### src/spmm_settings.svh
// Size and depth settings for the sparse-dense matrix multiplier
`ifndef SPMM_SETTINGS_SVH
`define SPMM_SETTINGS_SVH

// ========================================
// Data widths
// ========================================
`define SPMM_DATA_WIDTH 8
`define SPMM_NODE_WIDTH 8

// Sixteen products of 255 x 255 fit in 21 bits
`define SPMM_WH_WIDTH 21

// ========================================
// Matrix shape
// ========================================
// Columns of H, also the weight row count
`define SPMM_FEAT_IN 16
// Output features, one PE each
`define SPMM_FEAT_OUT 4

// ========================================
// Memory and buffer depths
// ========================================
`define SPMM_H_DEPTH 256
`define SPMM_NODE_DEPTH 64
`define SPMM_FIFO_DEPTH 8

`endif

### src/spmm_pkg.sv
// Shared vector types and the consumer state enum of the matrix multiplier
`include "spmm_settings.svh"

package spmm_pkg;

  // ========================================
  // Scalar fields
  // ========================================
  typedef logic [`SPMM_DATA_WIDTH-1:0] data_t;
  typedef logic [$clog2(`SPMM_FEAT_IN)-1:0] col_idx_t;
  // Row length runs 1 to FEAT_IN, so one extra bit
  typedef logic [$clog2(`SPMM_FEAT_IN):0] row_len_t;
  typedef logic [`SPMM_NODE_WIDTH-1:0] num_node_t;

  // ========================================
  // Addresses and counts
  // ========================================
  typedef logic [$clog2(`SPMM_H_DEPTH)-1:0] h_addr_t;
  // Also used as the Wh row address
  typedef logic [$clog2(`SPMM_NODE_DEPTH)-1:0] node_addr_t;
  typedef logic [$clog2(`SPMM_NODE_DEPTH):0] row_cnt_t;

  // ========================================
  // Result and weight vectors
  // ========================================
  typedef logic [`SPMM_WH_WIDTH-1:0] wh_data_t;
  // Feature 0 sits in the low bits
  typedef logic [`SPMM_FEAT_OUT*`SPMM_WH_WIDTH-1:0] wh_vec_t;
  typedef logic [`SPMM_FEAT_OUT*`SPMM_DATA_WIDTH-1:0] wgt_row_t;

  typedef enum logic {
    PE_IDLE,
    PE_RUN
  } pe_state_t;

endpackage

### src/spmm_info_if.sv
// Node-info channel between the row fetcher, the FIFO and the PE array
`timescale 1ns/1ps

interface spmm_info_if;

  // Write side, fetcher to FIFO
  logic                 wr_en;
  spmm_pkg::row_len_t   wr_row_len;
  spmm_pkg::num_node_t  wr_num_node;
  logic                 wr_src_flag;
  logic                 full;

  // Read side, FIFO head to PE array
  logic                 rd_en;
  spmm_pkg::row_len_t   rd_row_len;
  spmm_pkg::num_node_t  rd_num_node;
  logic                 rd_src_flag;
  logic                 empty;

  modport fetch (
    output wr_en,
    output wr_row_len,
    output wr_num_node,
    output wr_src_flag,
    input  full
  );

  modport fifo (
    input  wr_en,
    input  wr_row_len,
    input  wr_num_node,
    input  wr_src_flag,
    output full,
    input  rd_en,
    output rd_row_len,
    output rd_num_node,
    output rd_src_flag,
    output empty
  );

  // Show-ahead read, head word is valid while empty is low
  modport pe (
    output rd_en,
    input  rd_row_len,
    input  rd_num_node,
    input  rd_src_flag,
    input  empty
  );

endinterface

### src/spmm_row_fetch.sv
// Row fetcher that streams node-info words from memory into the node-info FIFO
`timescale 1ns/1ps

module spmm_row_fetch (
  input  logic                 clk,
  input  logic                 rst_n,

  input  logic                 start_i,
  input  spmm_pkg::row_cnt_t   num_rows_i,

  // Node-info memory, data one cycle after address
  output spmm_pkg::node_addr_t node_addr_o,
  input  spmm_pkg::row_len_t   node_row_len_i,
  input  spmm_pkg::num_node_t  node_num_node_i,
  input  logic                 node_src_flag_i,

  spmm_info_if.fetch           info
);

  spmm_pkg::row_cnt_t rows_q;
  spmm_pkg::row_cnt_t rd_cnt_q;
  logic               rd_pend_q;
  logic               rows_left;
  logic               rd_issue;

  // ========================================
  // Read pacing
  // ========================================
  assign rows_left = (rd_cnt_q != rows_q);

  // One read in flight, so the push lands before full is sampled again
  assign rd_issue = rows_left && !info.full && !rd_pend_q;

  always_ff @(posedge clk or negedge rst_n) begin
    if (!rst_n) begin
      rows_q    <= '0;
      rd_cnt_q  <= '0;
      rd_pend_q <= 1'b0;
    end else if (start_i) begin
      rows_q    <= num_rows_i;
      rd_cnt_q  <= '0;
      rd_pend_q <= 1'b0;
    end else begin
      rd_pend_q <= rd_issue;
      if (rd_issue) begin
        rd_cnt_q <= rd_cnt_q + 1'b1;
      end
    end
  end

  // Read count doubles as the node-info address
  assign node_addr_o = spmm_pkg::node_addr_t'(rd_cnt_q);

  // ========================================
  // FIFO write side
  // ========================================
  // Returned word arrives the cycle after the read
  assign info.wr_en       = rd_pend_q;
  assign info.wr_row_len  = node_row_len_i;
  assign info.wr_num_node = node_num_node_i;
  assign info.wr_src_flag = node_src_flag_i;

  // Full comes from the FIFO, pacing here must keep pushes clear of it
  a_no_push_full : assert property (
    @(posedge clk) disable iff (!rst_n)
    info.wr_en |-> !info.full
  );

endmodule

### src/spmm_info_fifo.sv
// Show-ahead FIFO holding node-info words between the fetcher and the PE array
`timescale 1ns/1ps
`include "spmm_settings.svh"

module spmm_info_fifo (
  input  logic      clk,
  input  logic      rst_n,

  spmm_info_if.fifo info
);

  localparam int DEPTH = `SPMM_FIFO_DEPTH;
  localparam int PTR_W = $clog2(DEPTH);
  localparam int CNT_W = $clog2(DEPTH + 1);

  spmm_pkg::row_len_t  row_len_mem  [DEPTH];
  spmm_pkg::num_node_t num_node_mem [DEPTH];
  logic                src_flag_mem [DEPTH];

  logic [PTR_W-1:0] wr_ptr_q;
  logic [PTR_W-1:0] rd_ptr_q;
  logic [CNT_W-1:0] count_q;
  logic             push;
  logic             pop;

  assign push = info.wr_en;
  assign pop  = info.rd_en;

  // ========================================
  // Storage
  // ========================================
  always_ff @(posedge clk) begin
    if (push) begin
      row_len_mem[wr_ptr_q]  <= info.wr_row_len;
      num_node_mem[wr_ptr_q] <= info.wr_num_node;
      src_flag_mem[wr_ptr_q] <= info.wr_src_flag;
    end
  end

  // ========================================
  // Pointers and occupancy
  // ========================================
  always_ff @(posedge clk or negedge rst_n) begin
    if (!rst_n) begin
      wr_ptr_q <= '0;
      rd_ptr_q <= '0;
      count_q  <= '0;
    end else begin
      if (push) begin
        wr_ptr_q <= (wr_ptr_q == PTR_W'(DEPTH - 1)) ? '0 : wr_ptr_q + 1'b1;
      end
      if (pop) begin
        rd_ptr_q <= (rd_ptr_q == PTR_W'(DEPTH - 1)) ? '0 : rd_ptr_q + 1'b1;
      end
      case ({push, pop})
        2'b10:   count_q <= count_q + 1'b1;
        2'b01:   count_q <= count_q - 1'b1;
        default: count_q <= count_q;
      endcase
    end
  end

  assign info.full  = (count_q == CNT_W'(DEPTH));
  assign info.empty = (count_q == '0);

  // Head word shown ahead of the pop
  assign info.rd_row_len  = row_len_mem[rd_ptr_q];
  assign info.rd_num_node = num_node_mem[rd_ptr_q];
  assign info.rd_src_flag = src_flag_mem[rd_ptr_q];

  a_no_overflow : assert property (
    @(posedge clk) disable iff (!rst_n)
    push |-> (!info.full || pop)
  );

  a_no_underflow : assert property (
    @(posedge clk) disable iff (!rst_n)
    pop |-> !info.empty
  );

endmodule

### src/spmm_pe_array.sv
// PE array that walks each sparse row, accumulates value x weight per feature, emits Wh words
`timescale 1ns/1ps
`include "spmm_settings.svh"

module spmm_pe_array (
  input  logic                 clk,
  input  logic                 rst_n,

  input  logic                 start_i,
  input  spmm_pkg::row_cnt_t   num_rows_i,

  spmm_info_if.pe              info,

  // Nonzero memory with data one cycle after address
  output spmm_pkg::h_addr_t    h_addr_o,
  input  spmm_pkg::col_idx_t   h_col_i,
  input  spmm_pkg::data_t      h_val_i,

  // Weight memory with one row word shared by all features
  output spmm_pkg::col_idx_t   wgt_addr_o,
  input  spmm_pkg::wgt_row_t   wgt_row_i,

  // Wh write port
  output logic                 wh_vld_o,
  output spmm_pkg::node_addr_t wh_addr_o,
  output spmm_pkg::wh_vec_t    wh_res_o,
  output spmm_pkg::num_node_t  wh_num_node_o,
  output logic                 wh_src_flag_o,

  output logic                 busy_o
);

  localparam int DW = `SPMM_DATA_WIDTH;
  localparam int WW = `SPMM_WH_WIDTH;
  localparam int NF = `SPMM_FEAT_OUT;

  spmm_pkg::pe_state_t  state_q;
  spmm_pkg::row_cnt_t   rows_q;
  spmm_pkg::row_cnt_t   done_cnt_q;
  spmm_pkg::row_len_t   nz_cnt_q;
  spmm_pkg::h_addr_t    h_addr_q;
  spmm_pkg::node_addr_t wh_addr_q;

  logic issue;
  logic first_nz;
  logic last_nz;

  // Stage 1 holds returning nonzero data
  logic                s1_vld_q;
  logic                s1_first_q;
  logic                s1_last_q;
  spmm_pkg::num_node_t s1_num_node_q;
  logic                s1_flag_q;

  // Stage 2 takes the weight row and does the MAC
  logic                s2_vld_q;
  logic                s2_first_q;
  logic                s2_last_q;
  spmm_pkg::data_t     s2_val_q;
  spmm_pkg::num_node_t s2_num_node_q;
  logic                s2_flag_q;

  // Stage 3 presents the sums
  logic                s3_vld_q;
  logic                s3_last_q;
  spmm_pkg::num_node_t s3_num_node_q;
  logic                s3_flag_q;

  // ========================================
  // Run control
  // ========================================
  always_ff @(posedge clk or negedge rst_n) begin
    if (!rst_n) begin
      state_q    <= spmm_pkg::PE_IDLE;
      rows_q     <= '0;
      done_cnt_q <= '0;
    end else begin
      case (state_q)
        spmm_pkg::PE_IDLE: begin
          if (start_i) begin
            state_q    <= spmm_pkg::PE_RUN;
            rows_q     <= num_rows_i;
            done_cnt_q <= '0;
          end
        end
        default: begin
          if (wh_vld_o) begin
            done_cnt_q <= done_cnt_q + 1'b1;
            // Busy drops the cycle after the last row is written
            if (done_cnt_q == rows_q - 1'b1) begin
              state_q <= spmm_pkg::PE_IDLE;
            end
          end
        end
      endcase
    end
  end

  assign busy_o = (state_q == spmm_pkg::PE_RUN);

  // ========================================
  // Nonzero issue
  // ========================================
  assign issue    = (state_q == spmm_pkg::PE_RUN) && !info.empty;
  assign first_nz = (nz_cnt_q == '0);
  assign last_nz  = (nz_cnt_q == info.rd_row_len - 1'b1);

  // Pop on the last nonzero so the next row follows back to back
  assign info.rd_en = issue && last_nz;

  always_ff @(posedge clk or negedge rst_n) begin
    if (!rst_n) begin
      nz_cnt_q  <= '0;
      h_addr_q  <= '0;
      wh_addr_q <= '0;
    end else if (start_i) begin
      nz_cnt_q  <= '0;
      h_addr_q  <= '0;
      wh_addr_q <= '0;
    end else begin
      if (issue) begin
        nz_cnt_q <= last_nz ? '0 : nz_cnt_q + 1'b1;
        h_addr_q <= h_addr_q + 1'b1;
      end
      if (wh_vld_o) begin
        wh_addr_q <= wh_addr_q + 1'b1;
      end
    end
  end

  assign h_addr_o   = h_addr_q;
  assign wgt_addr_o = s1_vld_q ? h_col_i : '0;

  // ========================================
  // Pipeline
  // ========================================
  always_ff @(posedge clk or negedge rst_n) begin
    if (!rst_n) begin
      s1_vld_q <= 1'b0;
      s2_vld_q <= 1'b0;
      s3_vld_q <= 1'b0;
    end else begin
      s1_vld_q <= issue;
      s2_vld_q <= s1_vld_q;
      s3_vld_q <= s2_vld_q;
    end
  end

  // Row tags ride along with each nonzero
  always_ff @(posedge clk) begin
    s1_first_q    <= first_nz;
    s1_last_q     <= last_nz;
    s1_num_node_q <= info.rd_num_node;
    s1_flag_q     <= info.rd_src_flag;
    s2_first_q    <= s1_first_q;
    s2_last_q     <= s1_last_q;
    s2_val_q      <= h_val_i;
    s2_num_node_q <= s1_num_node_q;
    s2_flag_q     <= s1_flag_q;
    s3_last_q     <= s2_last_q;
    s3_num_node_q <= s2_num_node_q;
    s3_flag_q     <= s2_flag_q;
  end

  // ========================================
  // Per-feature MAC
  // ========================================
  for (genvar f = 0; f < NF; f++) begin : g_pe
    spmm_pkg::data_t  wgt;
    logic [2*DW-1:0]  prod;
    spmm_pkg::wh_data_t acc_q;

    assign wgt  = wgt_row_i[f*DW +: DW];
    assign prod = s2_val_q * wgt;

    // First nonzero of a row restarts the sum
    always_ff @(posedge clk) begin
      if (s2_vld_q) begin
        acc_q <= (s2_first_q ? '0 : acc_q) + spmm_pkg::wh_data_t'(prod);
      end
    end

    assign wh_res_o[f*WW +: WW] = acc_q;
  end

  assign wh_vld_o      = s3_vld_q && s3_last_q;
  assign wh_addr_o     = wh_addr_q;
  assign wh_num_node_o = s3_num_node_q;
  assign wh_src_flag_o = s3_flag_q;

  // Every row holds at least one nonzero
  a_row_len_nonzero : assert property (
    @(posedge clk) disable iff (!rst_n)
    info.rd_en |-> (info.rd_row_len != '0)
  );

endmodule

### src/spmm_top.sv
// Top level of the sparse-dense multiplier, wiring fetcher, FIFO and PE array to memory ports
`timescale 1ns/1ps

module spmm_top (
  input  logic                 clk,
  input  logic                 rst_n,

  input  logic                 start_i,
  input  spmm_pkg::row_cnt_t   num_rows_i,
  output logic                 busy_o,

  // Node-info memory
  output spmm_pkg::node_addr_t node_addr_o,
  input  spmm_pkg::row_len_t   node_row_len_i,
  input  spmm_pkg::num_node_t  node_num_node_i,
  input  logic                 node_src_flag_i,

  // Nonzero memory
  output spmm_pkg::h_addr_t    h_addr_o,
  input  spmm_pkg::col_idx_t   h_col_i,
  input  spmm_pkg::data_t      h_val_i,

  // Weight memory
  output spmm_pkg::col_idx_t   wgt_addr_o,
  input  spmm_pkg::wgt_row_t   wgt_row_i,

  // Wh write port
  output logic                 wh_vld_o,
  output spmm_pkg::node_addr_t wh_addr_o,
  output spmm_pkg::wh_vec_t    wh_res_o,
  output spmm_pkg::num_node_t  wh_num_node_o,
  output logic                 wh_src_flag_o
);

  spmm_info_if info_if ();

  spmm_row_fetch u_row_fetch (
    .clk             (clk),
    .rst_n           (rst_n),
    .start_i         (start_i),
    .num_rows_i      (num_rows_i),
    .node_addr_o     (node_addr_o),
    .node_row_len_i  (node_row_len_i),
    .node_num_node_i (node_num_node_i),
    .node_src_flag_i (node_src_flag_i),
    .info            (info_if.fetch)
  );

  spmm_info_fifo u_info_fifo (
    .clk   (clk),
    .rst_n (rst_n),
    .info  (info_if.fifo)
  );

  spmm_pe_array u_pe_array (
    .clk           (clk),
    .rst_n         (rst_n),
    .start_i       (start_i),
    .num_rows_i    (num_rows_i),
    .info          (info_if.pe),
    .h_addr_o      (h_addr_o),
    .h_col_i       (h_col_i),
    .h_val_i       (h_val_i),
    .wgt_addr_o    (wgt_addr_o),
    .wgt_row_i     (wgt_row_i),
    .wh_vld_o      (wh_vld_o),
    .wh_addr_o     (wh_addr_o),
    .wh_res_o      (wh_res_o),
    .wh_num_node_o (wh_num_node_o),
    .wh_src_flag_o (wh_src_flag_o),
    .busy_o        (busy_o)
  );

endmodule

### config.mk
export PLATFORM = sky130hd
export DESIGN_NAME = spmm_top
export DESIGN_NICKNAME = d
export VERILOG_FILES = /design/src/spmm_pkg.sv /design/src/spmm_info_if.sv /design/src/spmm_row_fetch.sv /design/src/spmm_info_fifo.sv /design/src/spmm_pe_array.sv /design/src/spmm_top.sv
export VERILOG_INCLUDE_DIRS = /design/src
export SDC_FILE = /design/constraint.sdc
export NUM_CORES = 1
export LEC_CHECK = 0
export ABC_CLOCK_PERIOD_IN_PS = 7300
export BUFFER_PORTS_ARGS = -buffer_cell sky130_fd_sc_hd__buf_2
export CORE_ASPECT_RATIO = 0.7
export CORE_MARGIN = 4
export CORE_UTILIZATION = 62
export DETAILED_ROUTE_END_ITERATION = 8
export GPL_TIMING_DRIVEN = 0
export MAX_ROUTING_LAYER = met4
export PLACE_DENSITY = 0.82
export SLEW_MARGIN = 5
export SYNTH_ARGS = -nofsm -noshare
export SYNTH_HDL_FRONTEND = slang
export SYNTH_SLANG_ARGS = --single-unit
### constraint.sdc
create_clock -name clk -period 7.3 [get_ports clk]
set_input_delay 0.73 -clock clk [delete_from_list [all_inputs] [get_ports clk]]
set_output_delay 0.73 -clock clk [all_outputs]
set_load 0.05 [all_outputs]
==> results of run 1 <==
## layer usage
metal  global-route usage, %  part of all wire (%)  up-vias
li1                        -                     -     6910
met3                    4.80                   6.5      122
met1                    35.1                    41     7483
met4                    9.80                   3.9        0
met5                       -                     0        -
met2                    45.9                    49      530
## layout make-up
class | count | area (µm²) | area share, %
multi-input cells | 1287 | 12200 | 49.3
flip-flops and latches | 298 | 8240 | 33.5
inverters | 345 | 1290 | 5.26
repair buffers | 182 | 948 | 3.85
clock buffers | 42 | 888 | 3.61
well taps | 472 | 591 | 2.40
plain buffers | 62 | 270 | 1.10
clock inverters | 14 | 233 | 0.945
diodes | 4 | 10.0 | 0.0406
## worst paths after layout
| check | endpoint | depth (start not counted) |
|---|---|---|
| hold / removal | u_row_fetch.rd_cnt_q[1] | 1 |
| hold reg to reg | u_pe_array.wh_num_node_o[7] | 0 |
| setup reg to reg | u_pe_array.g_pe[2].acc_q[19] | 22 |
| max in group asynchronous | u_pe_array.s2_vld_q | 1 |
| setup / recovery | u_pe_array.g_pe[2].acc_q[19] | 22 |
| min in group clk | u_pe_array.s2_val_q[1] | 1 |
## logic make-up (layout without fill, tap and decap cells)
group	Yosys count	count (layout)	synth area share, %
fa+ha+maj	380	380	28.6
mux	62	62	4.83
other cells	0	4	0
compound gates	162	162	4.84
xor+xnor	88	88	3.51
buf+inv	407	645	7.14
simple gates	595	595	13.6
flops	298	298	37.6
## synthesized netlist by cell type (all sizes together), types with 12 or more instances
master / count
xnor2: 49
a21o: 12
dfrtp: 62
o21ai: 41
mux4: 28
nor2: 91
buf: 13
edfxtp: 196
a21oi: 45
nand2: 199
inv: 344
o21a: 13
dfxtp: 40
nand3: 27
nand4: 12
nor2b: 46
clkbuf: 49
mux2: 22
fa: 201
ha: 179
and2: 166
xor2: 39
mux2i: 12
nor3: 14
## worst max-delay path: cells and delay by family, from the launching register on
family,cells,cell delay (ns)
xor+xnor,1,0.20
fa+ha+maj,6,2.21
flops,1,0.36
buf+inv,7,1.55
compound gates,5,1.85
simple gates,3,0.39
## flip-flops by register name, summed over array words and instances, names as in the netlist, 8 cells and up
register and count:
u_pe_array.s1_num_node_q 8, u_pe_array.h_addr_o 8, u_info_fifo.num_node_mem 64, u_pe_array.g_pe.acc_q 84, u_info_fifo.row_len_mem 40, u_pe_array.s2_val_q 8, u_pe_array.s2_num_node_q 8, u_info_fifo.src_flag_mem 8
u_pe_array.wh_num_node_o 8
## power by group through the flow
stage / Combinational, µW / Clock, µW / Sequential (µW)
floorplan: 4450 / 0 / 3830
global placement: 6560 / 0 / 3020
detailed placement: 6920 / 0 / 2980
CTS: 6980 / 1750 / 2960
global route: 7800 / 1820 / 3010
finish: 6950 / 1720 / 2960
## metrics by stage
stage | utilization (%) | hold WS (ns)
2_1_floorplan | - | 0.310
3_3_place_gp | 67.3 | 0.313
3_5_place_dp | 67.5 | 0.312
4_1_cts | 70.7 | 0.224
5_1_grt | 70.8 | 0.223
6_report | 70.8 | 0.231
==> reports/summary.txt, run 1 <==
Layout Nets: 2,654
share of cells above drive strength 1: 13.5%
CP Capture Type: flop
Sw Ratio: 45.8%
final worst setup slack: 0.479 ns
Worst Max-Slew Pin Slew: 1.03 ns
commonest non-fill, non-tap cell in the layout: inv_1
vias: 15,000
cell mode on critical path: inv_1
syn_nets: 2,440
Slew Limit Fails: 0
DP Cell Count: 2,646
Critical Path RT: 7.60 ns
Final ANT Viol Nets: 0
pre-CTS setup slack: 0.654 ns
Starting Density: 63.0%
CTS Hold Buffers Added: 0
Clock Path Buffers: 3
Gates resized, CTS repair: 0
vias in the first global route: 15,900
post-DP HPWL: 37.8 mm
clk_skew: 0.0210 ns
status: completed
TritonCTS buffer count: 30
combinational share of power: 59.7%
global-route wire length before repair: 81.7 mm
r2r setup slk: 0.48 ns
Top FF cell, synth: edfxtp_1
worst r2r src: u_pe_array.s2_first_q
Worst path max stage delay: 0.95 ns
clock share of power: 14.8%
# clock sinks: 298
Area contributors post-synth: edfxtp_1, fa_1, ha_1
Max Clk Rate: 147 MHz
area post-placement: 23,500 µm²
final WL: 50.3 mm
total grt overflow: 0
fill cell count: 2,498
final hold viol count: 0
area delta synth->final: 12.3%
clock slew at reported path FFs: 0.07 ns
Min-Delay Path Class: input pin to async pin
Die H: 165 µm
Post-Synthesis Cells: 1,992
H-Tree Depth: 1
I/O pin count: 187
YS warnings: 0
# DRC: 0
register area share after synthesis: 37.6%
Vias/cell: 5.56
FF+latch count, synth: 298
DR WL/cell: 18.6 µm
antenna violations before repair: 4
clk_lat worst skew: 0.59 ns
kind of critical path: flop to flop
post-CTS setup buffers: 0
critical path arrival: 7.12 ns
Slowest-stage cell, CP: a2111oi_0
Syn Area/Cell: 11.0 µm²
EDFF count, synth: 196
Final Cycle Share: 93.4%
CP max FO: 10
max-cap viol count: 0
Pint: 6310 µW
unique cell type count in the Yosys netlist: 69
Synth area leader: edfxtp_1
most used cells in the layout excluding fill and tap cells: inv_1, fa_1, nand2_1
drt pass-1 iters: 5
GP Congestion: 0.926
core outline area: 34,800 µm²
minimum clock period: 6.82 ns
sequential share of power: 25.5%
CTS tree: yes
switching power: 5330 µW
Final Power: 11,600 µW
crit path from: u_pe_array.s2_first_q
crit path cell chain: inv_1 -> clkbuf_1 -> buf_1 -> nand2_1 -> fa_1 -> inv_1 -> ha_1 -> ha_1 -> inv_1 -> fa_1 -> inv_1 -> ha_1 -> inv_1 -> fa_1 -> nor2b_1 -> o21ai_0 -> a21oi_1 -> o21ai_0 -> a2111oi_0 -> o311ai_0 -> xor2_1 -> nor2_1
total track usage: 27.7%
critical path startpoint category: flop
pin count of the biggest net entering global routing: 63
P_leak: 0.0116 µW
die area: 38,500 µm²
Post-synth ARST share: 20.8%
fin area: 24,600 µm²
initial drt markers: 914
placement row count: 57
Mapped Area: 21,900 µm²
die width: 233 µm
slew margin rel.: 29.3%
root buf cell: clkbuf_16
PortBufs: 179
count of final setup violators: 0
RSZ-0062 raised after global routing: false
setup tns final: 0 ns
final cell count without fillers: 2,706
top-area cell type share of the netlist area: 26.8%
Max VDD drop: 0.275 mV
pwr/cell area: 473 nW/µm²
(Power assumes the default switching activity.)
==> run 2: changes to the inputs <==
- BUFFER_PORTS_ARGS: -buffer_cell sky130_fd_sc_hd__buf_2 -> -buffer_cell sky130_fd_sc_hd__clkbuf_2
==> reports/summary.txt, run 2 (synthesized netlist as in run 1, its figures left out) <==
status: completed
CP Capture Type: flop
I/O pin count: 187
minimum clock period: 6.90 ns
P_leak: 0.0116 µW
total track usage: 27.3%
clk_lat worst skew: 0.61 ns
RSZ-0062 raised after global routing: false
Largest register FFs: 84
DR WL/cell: 18.4 µm
TritonCTS buffer count: 31
Regs by FF count: u_pe_array.g_pe.acc_q: 84 flops, u_info_fifo.num_node_mem: 64 flops, u_info_fifo.row_len_mem: 40 flops
# clock sinks: 298
clock share of power: 14.5%
post-DP HPWL: 37.5 mm
GP Congestion: 0.924
# DRC: 0
Starting Density: 63.0%
Max Clk Rate: 145 MHz
pin count of the biggest net entering global routing: 60
kind of critical path: flop to flop
slew margin rel.: 17.0%
CP max FO: 10
CP bufs+invs: 6
Slowest-stage cell, CP: a2111oi_0
Vias/cell: 5.55
area post-placement: 23,500 µm²
global-route wire length before repair: 80.4 mm
vias in the first global route: 15,600
critical path arrival: 7.24 ns
antenna violations before repair: 1
fin area: 24,600 µm²
Worst Max-Slew Pin Slew: 1.21 ns
final hold viol count: 0
Biggest register: u_pe_array.g_pe.acc_q
Die H: 165 µm
pwr/cell area: 472 nW/µm²
Min-Delay Path Class: input pin to flop
Gates resized, CTS repair: 0
die width: 233 µm
Final Power: 11,600 µW
Worst path max stage delay: 1.01 ns
Hold WS: 0.215 ns
most used cells in the layout excluding fill and tap cells: inv_1, fa_1, nand2_1
commonest non-fill, non-tap cell in the layout: inv_1
setup tns final: 0 ns
root buf cell: clkbuf_16
Clock Path Buffers: 3
H-Tree Depth: 1
clock slew at reported path FFs: 0.06 ns
CTS tree: yes
area delta synth->final: 12.4%
total grt overflow: 0
vias: 15,000
sequential share of power: 25.5%
combinational share of power: 59.9%
count of final setup violators: 0
Pint: 6250 µW
Final Cycle Share: 94.5%
core outline area: 34,800 µm²
placement row count: 57
Max VDD drop: 0.328 mV
Slew Limit Fails: 0
critical path startpoint category: flop
share of cells above drive strength 1: 13.7%
Sw Ratio: 46.2%
Final ANT Viol Nets: 0
critical path's top delay family: adder cells
PortBufs: 179
switching power: 5380 µW
drt pass-1 iters: 5
crit path cell chain: inv_1 -> clkbuf_1 -> clkbuf_1 -> nand2_1 -> fa_1 -> inv_1 -> fa_1 -> fa_1 -> inv_1 -> fa_1 -> inv_1 -> ha_1 -> o21a_1 -> o21a_1 -> nand3_1 -> a2111oi_0 -> a2111oi_0 -> a311oi_1 -> xnor2_1 -> nor2_1
final WL: 49.8 mm
initial drt markers: 1,250
Critical Path RT: 7.63 ns
clk_skew: 0.0355 ns
Layout Nets: 2,657
max-cap viol count: 0
die area: 38,500 µm²
run 2: per-stage QoR:
stage,utilization [%],worst slack [ns],cells
floorplan,-,1.74,1992
global placement,67.3,0.730,2643
detailed placement,67.6,0.648,2647
CTS,70.8,0.558,2706
global route,70.8,0.162,2707
finish,70.8,0.399,2707
run 2: power groups by stage:
stage          clock [µW]  sequential (µW)  combinational [µW]
2_1_floorplan           0             3830                4450
3_3_place_gp            0             3030                6550
3_5_place_dp            0             2990                6910
4_1_cts              1710             2970                6990
5_1_grt              1780             3020                7760
6_report             1690             2970                6970
run 2: layer usage:
layer / wire (µm) / vias up / global-route usage [%] / part of all wire (%)
li1: - / 6927 / - / -
met2: 24400 / 519 / 45.6 / 49
met4: 1870 / 0 / 8.96 / 3.8
met3: 3170 / 104 / 3.70 / 6.4
met1: 20300 / 7476 / 35.1 / 41
met5: 0 / - / - / 0
run 2: final cells by class:
cell class / count / area, µm²
multi-input cells: 1287 / 12200
fillers: 2467 / 10200
flip-flops and latches: 298 / 8240
inverters: 345 / 1290
repair buffers: 184 / 986
clock buffers: 44 / 970
well taps: 472 / 591
plain buffers: 62 / 270
clock inverters: 14 / 140
diodes: 1 / 2.50
run 2: repair_timing:
item	4_1_cts	5_1_grt
hold buffers	1	0
hold endpoints to repair	3	0
buffers inserted	0	0
run 2: path summary, 6_finish.rpt:
path                                                end  depth (start not counted)             startpoint  slack [ns]
setup / recovery           u_pe_array.g_pe[0].acc_q[20]                         20  u_pe_array.s2_first_q        0.40
hold reg to reg                   u_pe_array.s2_first_q                          0  u_pe_array.s1_first_q        0.33
max in group asynchronous        u_pe_array.h_addr_o[4]                          3                  rst_n        6.29
setup reg to reg           u_pe_array.g_pe[0].acc_q[20]                         20  u_pe_array.s2_first_q        0.40
hold / removal                   u_pe_array.s2_val_q[7]                          1             h_val_i[7]        0.21
min in group asynchronous       u_info_fifo.rd_ptr_q[1]                          2                  rst_n        0.52
==> run 3: changes to the inputs <==
- CORE_MARGIN: 4 -> 2
==> reports/summary.txt, run 3 (synthesized netlist as in run 1, its figures left out) <==
total track usage: 28.9%
kind of critical path: flop to flop
# DRC: 0
CP max FO: 10
post-DP HPWL: 37.3 mm
minimum clock period: 6.86 ns
HP Start: h_val_i[7]
critical path startpoint category: flop
reg2reg path depth: 22
PortBufs: 179
placement row count: 57
DR WL/cell: 18.4 µm
status: completed
initial drt markers: 1,040
r2r setup slk: 0.44 ns
Largest register FFs: 84
final worst setup slack: 0.442 ns
crit path from: u_pe_array.s2_first_q
share of cells above drive strength 1: 13.4%
Hold Path Sink: u_pe_array.s2_val_q[7]
Hold WS: 0.241 ns
vias in the first global route: 15,800
P_leak: 0.0115 µW
total grt overflow: 0
Final ANT Viol Nets: 0
clk_skew: 0.0178 ns
core outline area: 34,800 µm²
final hold viol count: 0
GP Congestion: 0.915
H-Tree Depth: 1
count of final setup violators: 0
Die H: 161 µm
Critical Path RT: 7.60 ns
clk_lat worst skew: 0.59 ns
worst r2r src: u_pe_array.s2_first_q
max-cap viol count: 0
TritonCTS buffer count: 29
CTS tree: yes
Starting Density: 63.0%
antenna violations before repair: 1
Regs by FF count: u_pe_array.g_pe.acc_q: 84 flops, u_info_fifo.num_node_mem: 64 flops, u_info_fifo.row_len_mem: 40 flops
Biggest register: u_pe_array.g_pe.acc_q
slew margin rel.: 24.1%
CP Capture Type: flop
RSZ-0062 raised after global routing: false
Layout Nets: 2,655
pre-CTS setup slack: 0.530 ns
final WL: 49.8 mm
area delta synth->final: 12.0%
Hold Path Cell Cnt: 1
setup tns final: 0 ns
clock slew at reported path FFs: 0.07 ns
pin count of the biggest net entering global routing: 60
vias: 15,100
most used cells in the layout excluding fill and tap cells: inv_1, fa_1, nand2_1
Final Cycle Share: 93.9%
Slew Limit Fails: 0
global-route wire length before repair: 81.7 mm
I/O pin count: 187
Vias/cell: 5.59
post-CTS setup buffers: 0
Max Clk Rate: 146 MHz
commonest non-fill, non-tap cell in the layout: inv_1
critical path arrival: 7.16 ns
Clock Path Buffers: 3
# clock sinks: 298
drt pass-1 iters: 7
R2R Path End: u_pe_array.g_pe[2].acc_q[19]
die width: 229 µm
root buf cell: clkbuf_16
Min-Delay Path Class: input pin to flop
Max VDD drop: 0.325 mV
Worst Max-Slew Pin Slew: 1.11 ns
die area: 36,900 µm²
pwr/cell area: 469 nW/µm²
[run 3: changes by cell type in the layout (fill, tap and decap cells not counted)]
| cell | delta |
|---|---|
| clkinv_4 | -4 |
| clkbuf_16 | -3 |
| clkbuf_1 | +2 |
| clkbuf_8 | -2 |
| clkinv_1 | +2 |
| bufinv_16 | +1 |
| clkinv_2 | +1 |
| inv_6 | -1 |
[run 3: critical path: stages (launching register included)]
cell and delay (ns):
dfxtp_1 0.36, inv_1 0.15, clkbuf_1 0.59, buf_1 0.57, nand2_1 0.19, fa_1 0.57
inv_1 0.04, ha_1 0.27, ha_1 0.29, inv_1 0.05, fa_1 0.45, inv_1 0.08
ha_1 0.18, inv_1 0.07, fa_1 0.46, nor2b_1 0.12, o21ai_0 0.11, a21oi_1 0.23
o21ai_0 0.24, a2111oi_0 0.96, o311ai_0 0.33, xor2_1 0.20, nor2_1 0.05
[run 3: how the worst max path moves through the flow]
| stage | endpoint | slack (ns) | depth (start not counted) |
|---|---|---|---|
| finish | u_pe_array.g_pe[2].acc_q[19] | 0.44 | 22 |
| floorplan | u_pe_array.g_pe[1].acc_q[18] | 1.74 | 18 |
| global route | u_pe_array.g_pe[0].acc_q[20] | 0.04 | 20 |
| detailed placement | u_pe_array.g_pe[0].acc_q[20] | 0.53 | 20 |
| global placement | u_pe_array.g_pe[0].acc_q[20] | 0.71 | 20 |
| CTS | u_pe_array.g_pe[0].acc_q[19] | 0.51 | 20 |
[run 3: what timing repair did]
action                     CTS  global route
hold endpoints to repair     3             0
gates resized for setup      0             0
hold buffers                 1             0
setup endpoints to repair    0             0
[run 3: per-layer routing]
metal | GRT usage (%) | vias to the layer above | wire (µm)
met1 | 37.0 | 7498 | 20300
met5 | - | - | 0
met2 | 46.8 | 567 | 24100
met3 | 4.57 | 138 | 3220
li1 | - | 6913 | -
met4 | 11.6 | 0 | 2240
[run 3: final cells by class]
class | instances | area, µm²
antenna | 1 | 2.50
buffer | 62 | 270
clock buffer | 41 | 875
clock inverter | 13 | 139
fill | 2526 | 10300
inverter | 345 | 1290
multi-input combinational | 1287 | 12200
sequential | 298 | 8240
tap | 472 | 591
timing repair buffer | 184 | 986
[run 3: per-stage QoR]
stage	instances	utilization (%)	area [µm²]	power, µW
finish	2703	70.5	24600	11500
global route	2703	70.5	24600	12500
CTS	2702	70.5	24500	11600
detailed placement	2647	67.6	23500	9890
global placement	2643	67.3	23400	9590
floorplan	1992	-	21900	8280
[run 3: power breakdown]
| part | internal [µW] | switching (µW) |
|---|---|---|
| registers | 2630 | 338 |
| clock network | 912 | 680 |
| logic | 2650 | 4310 |
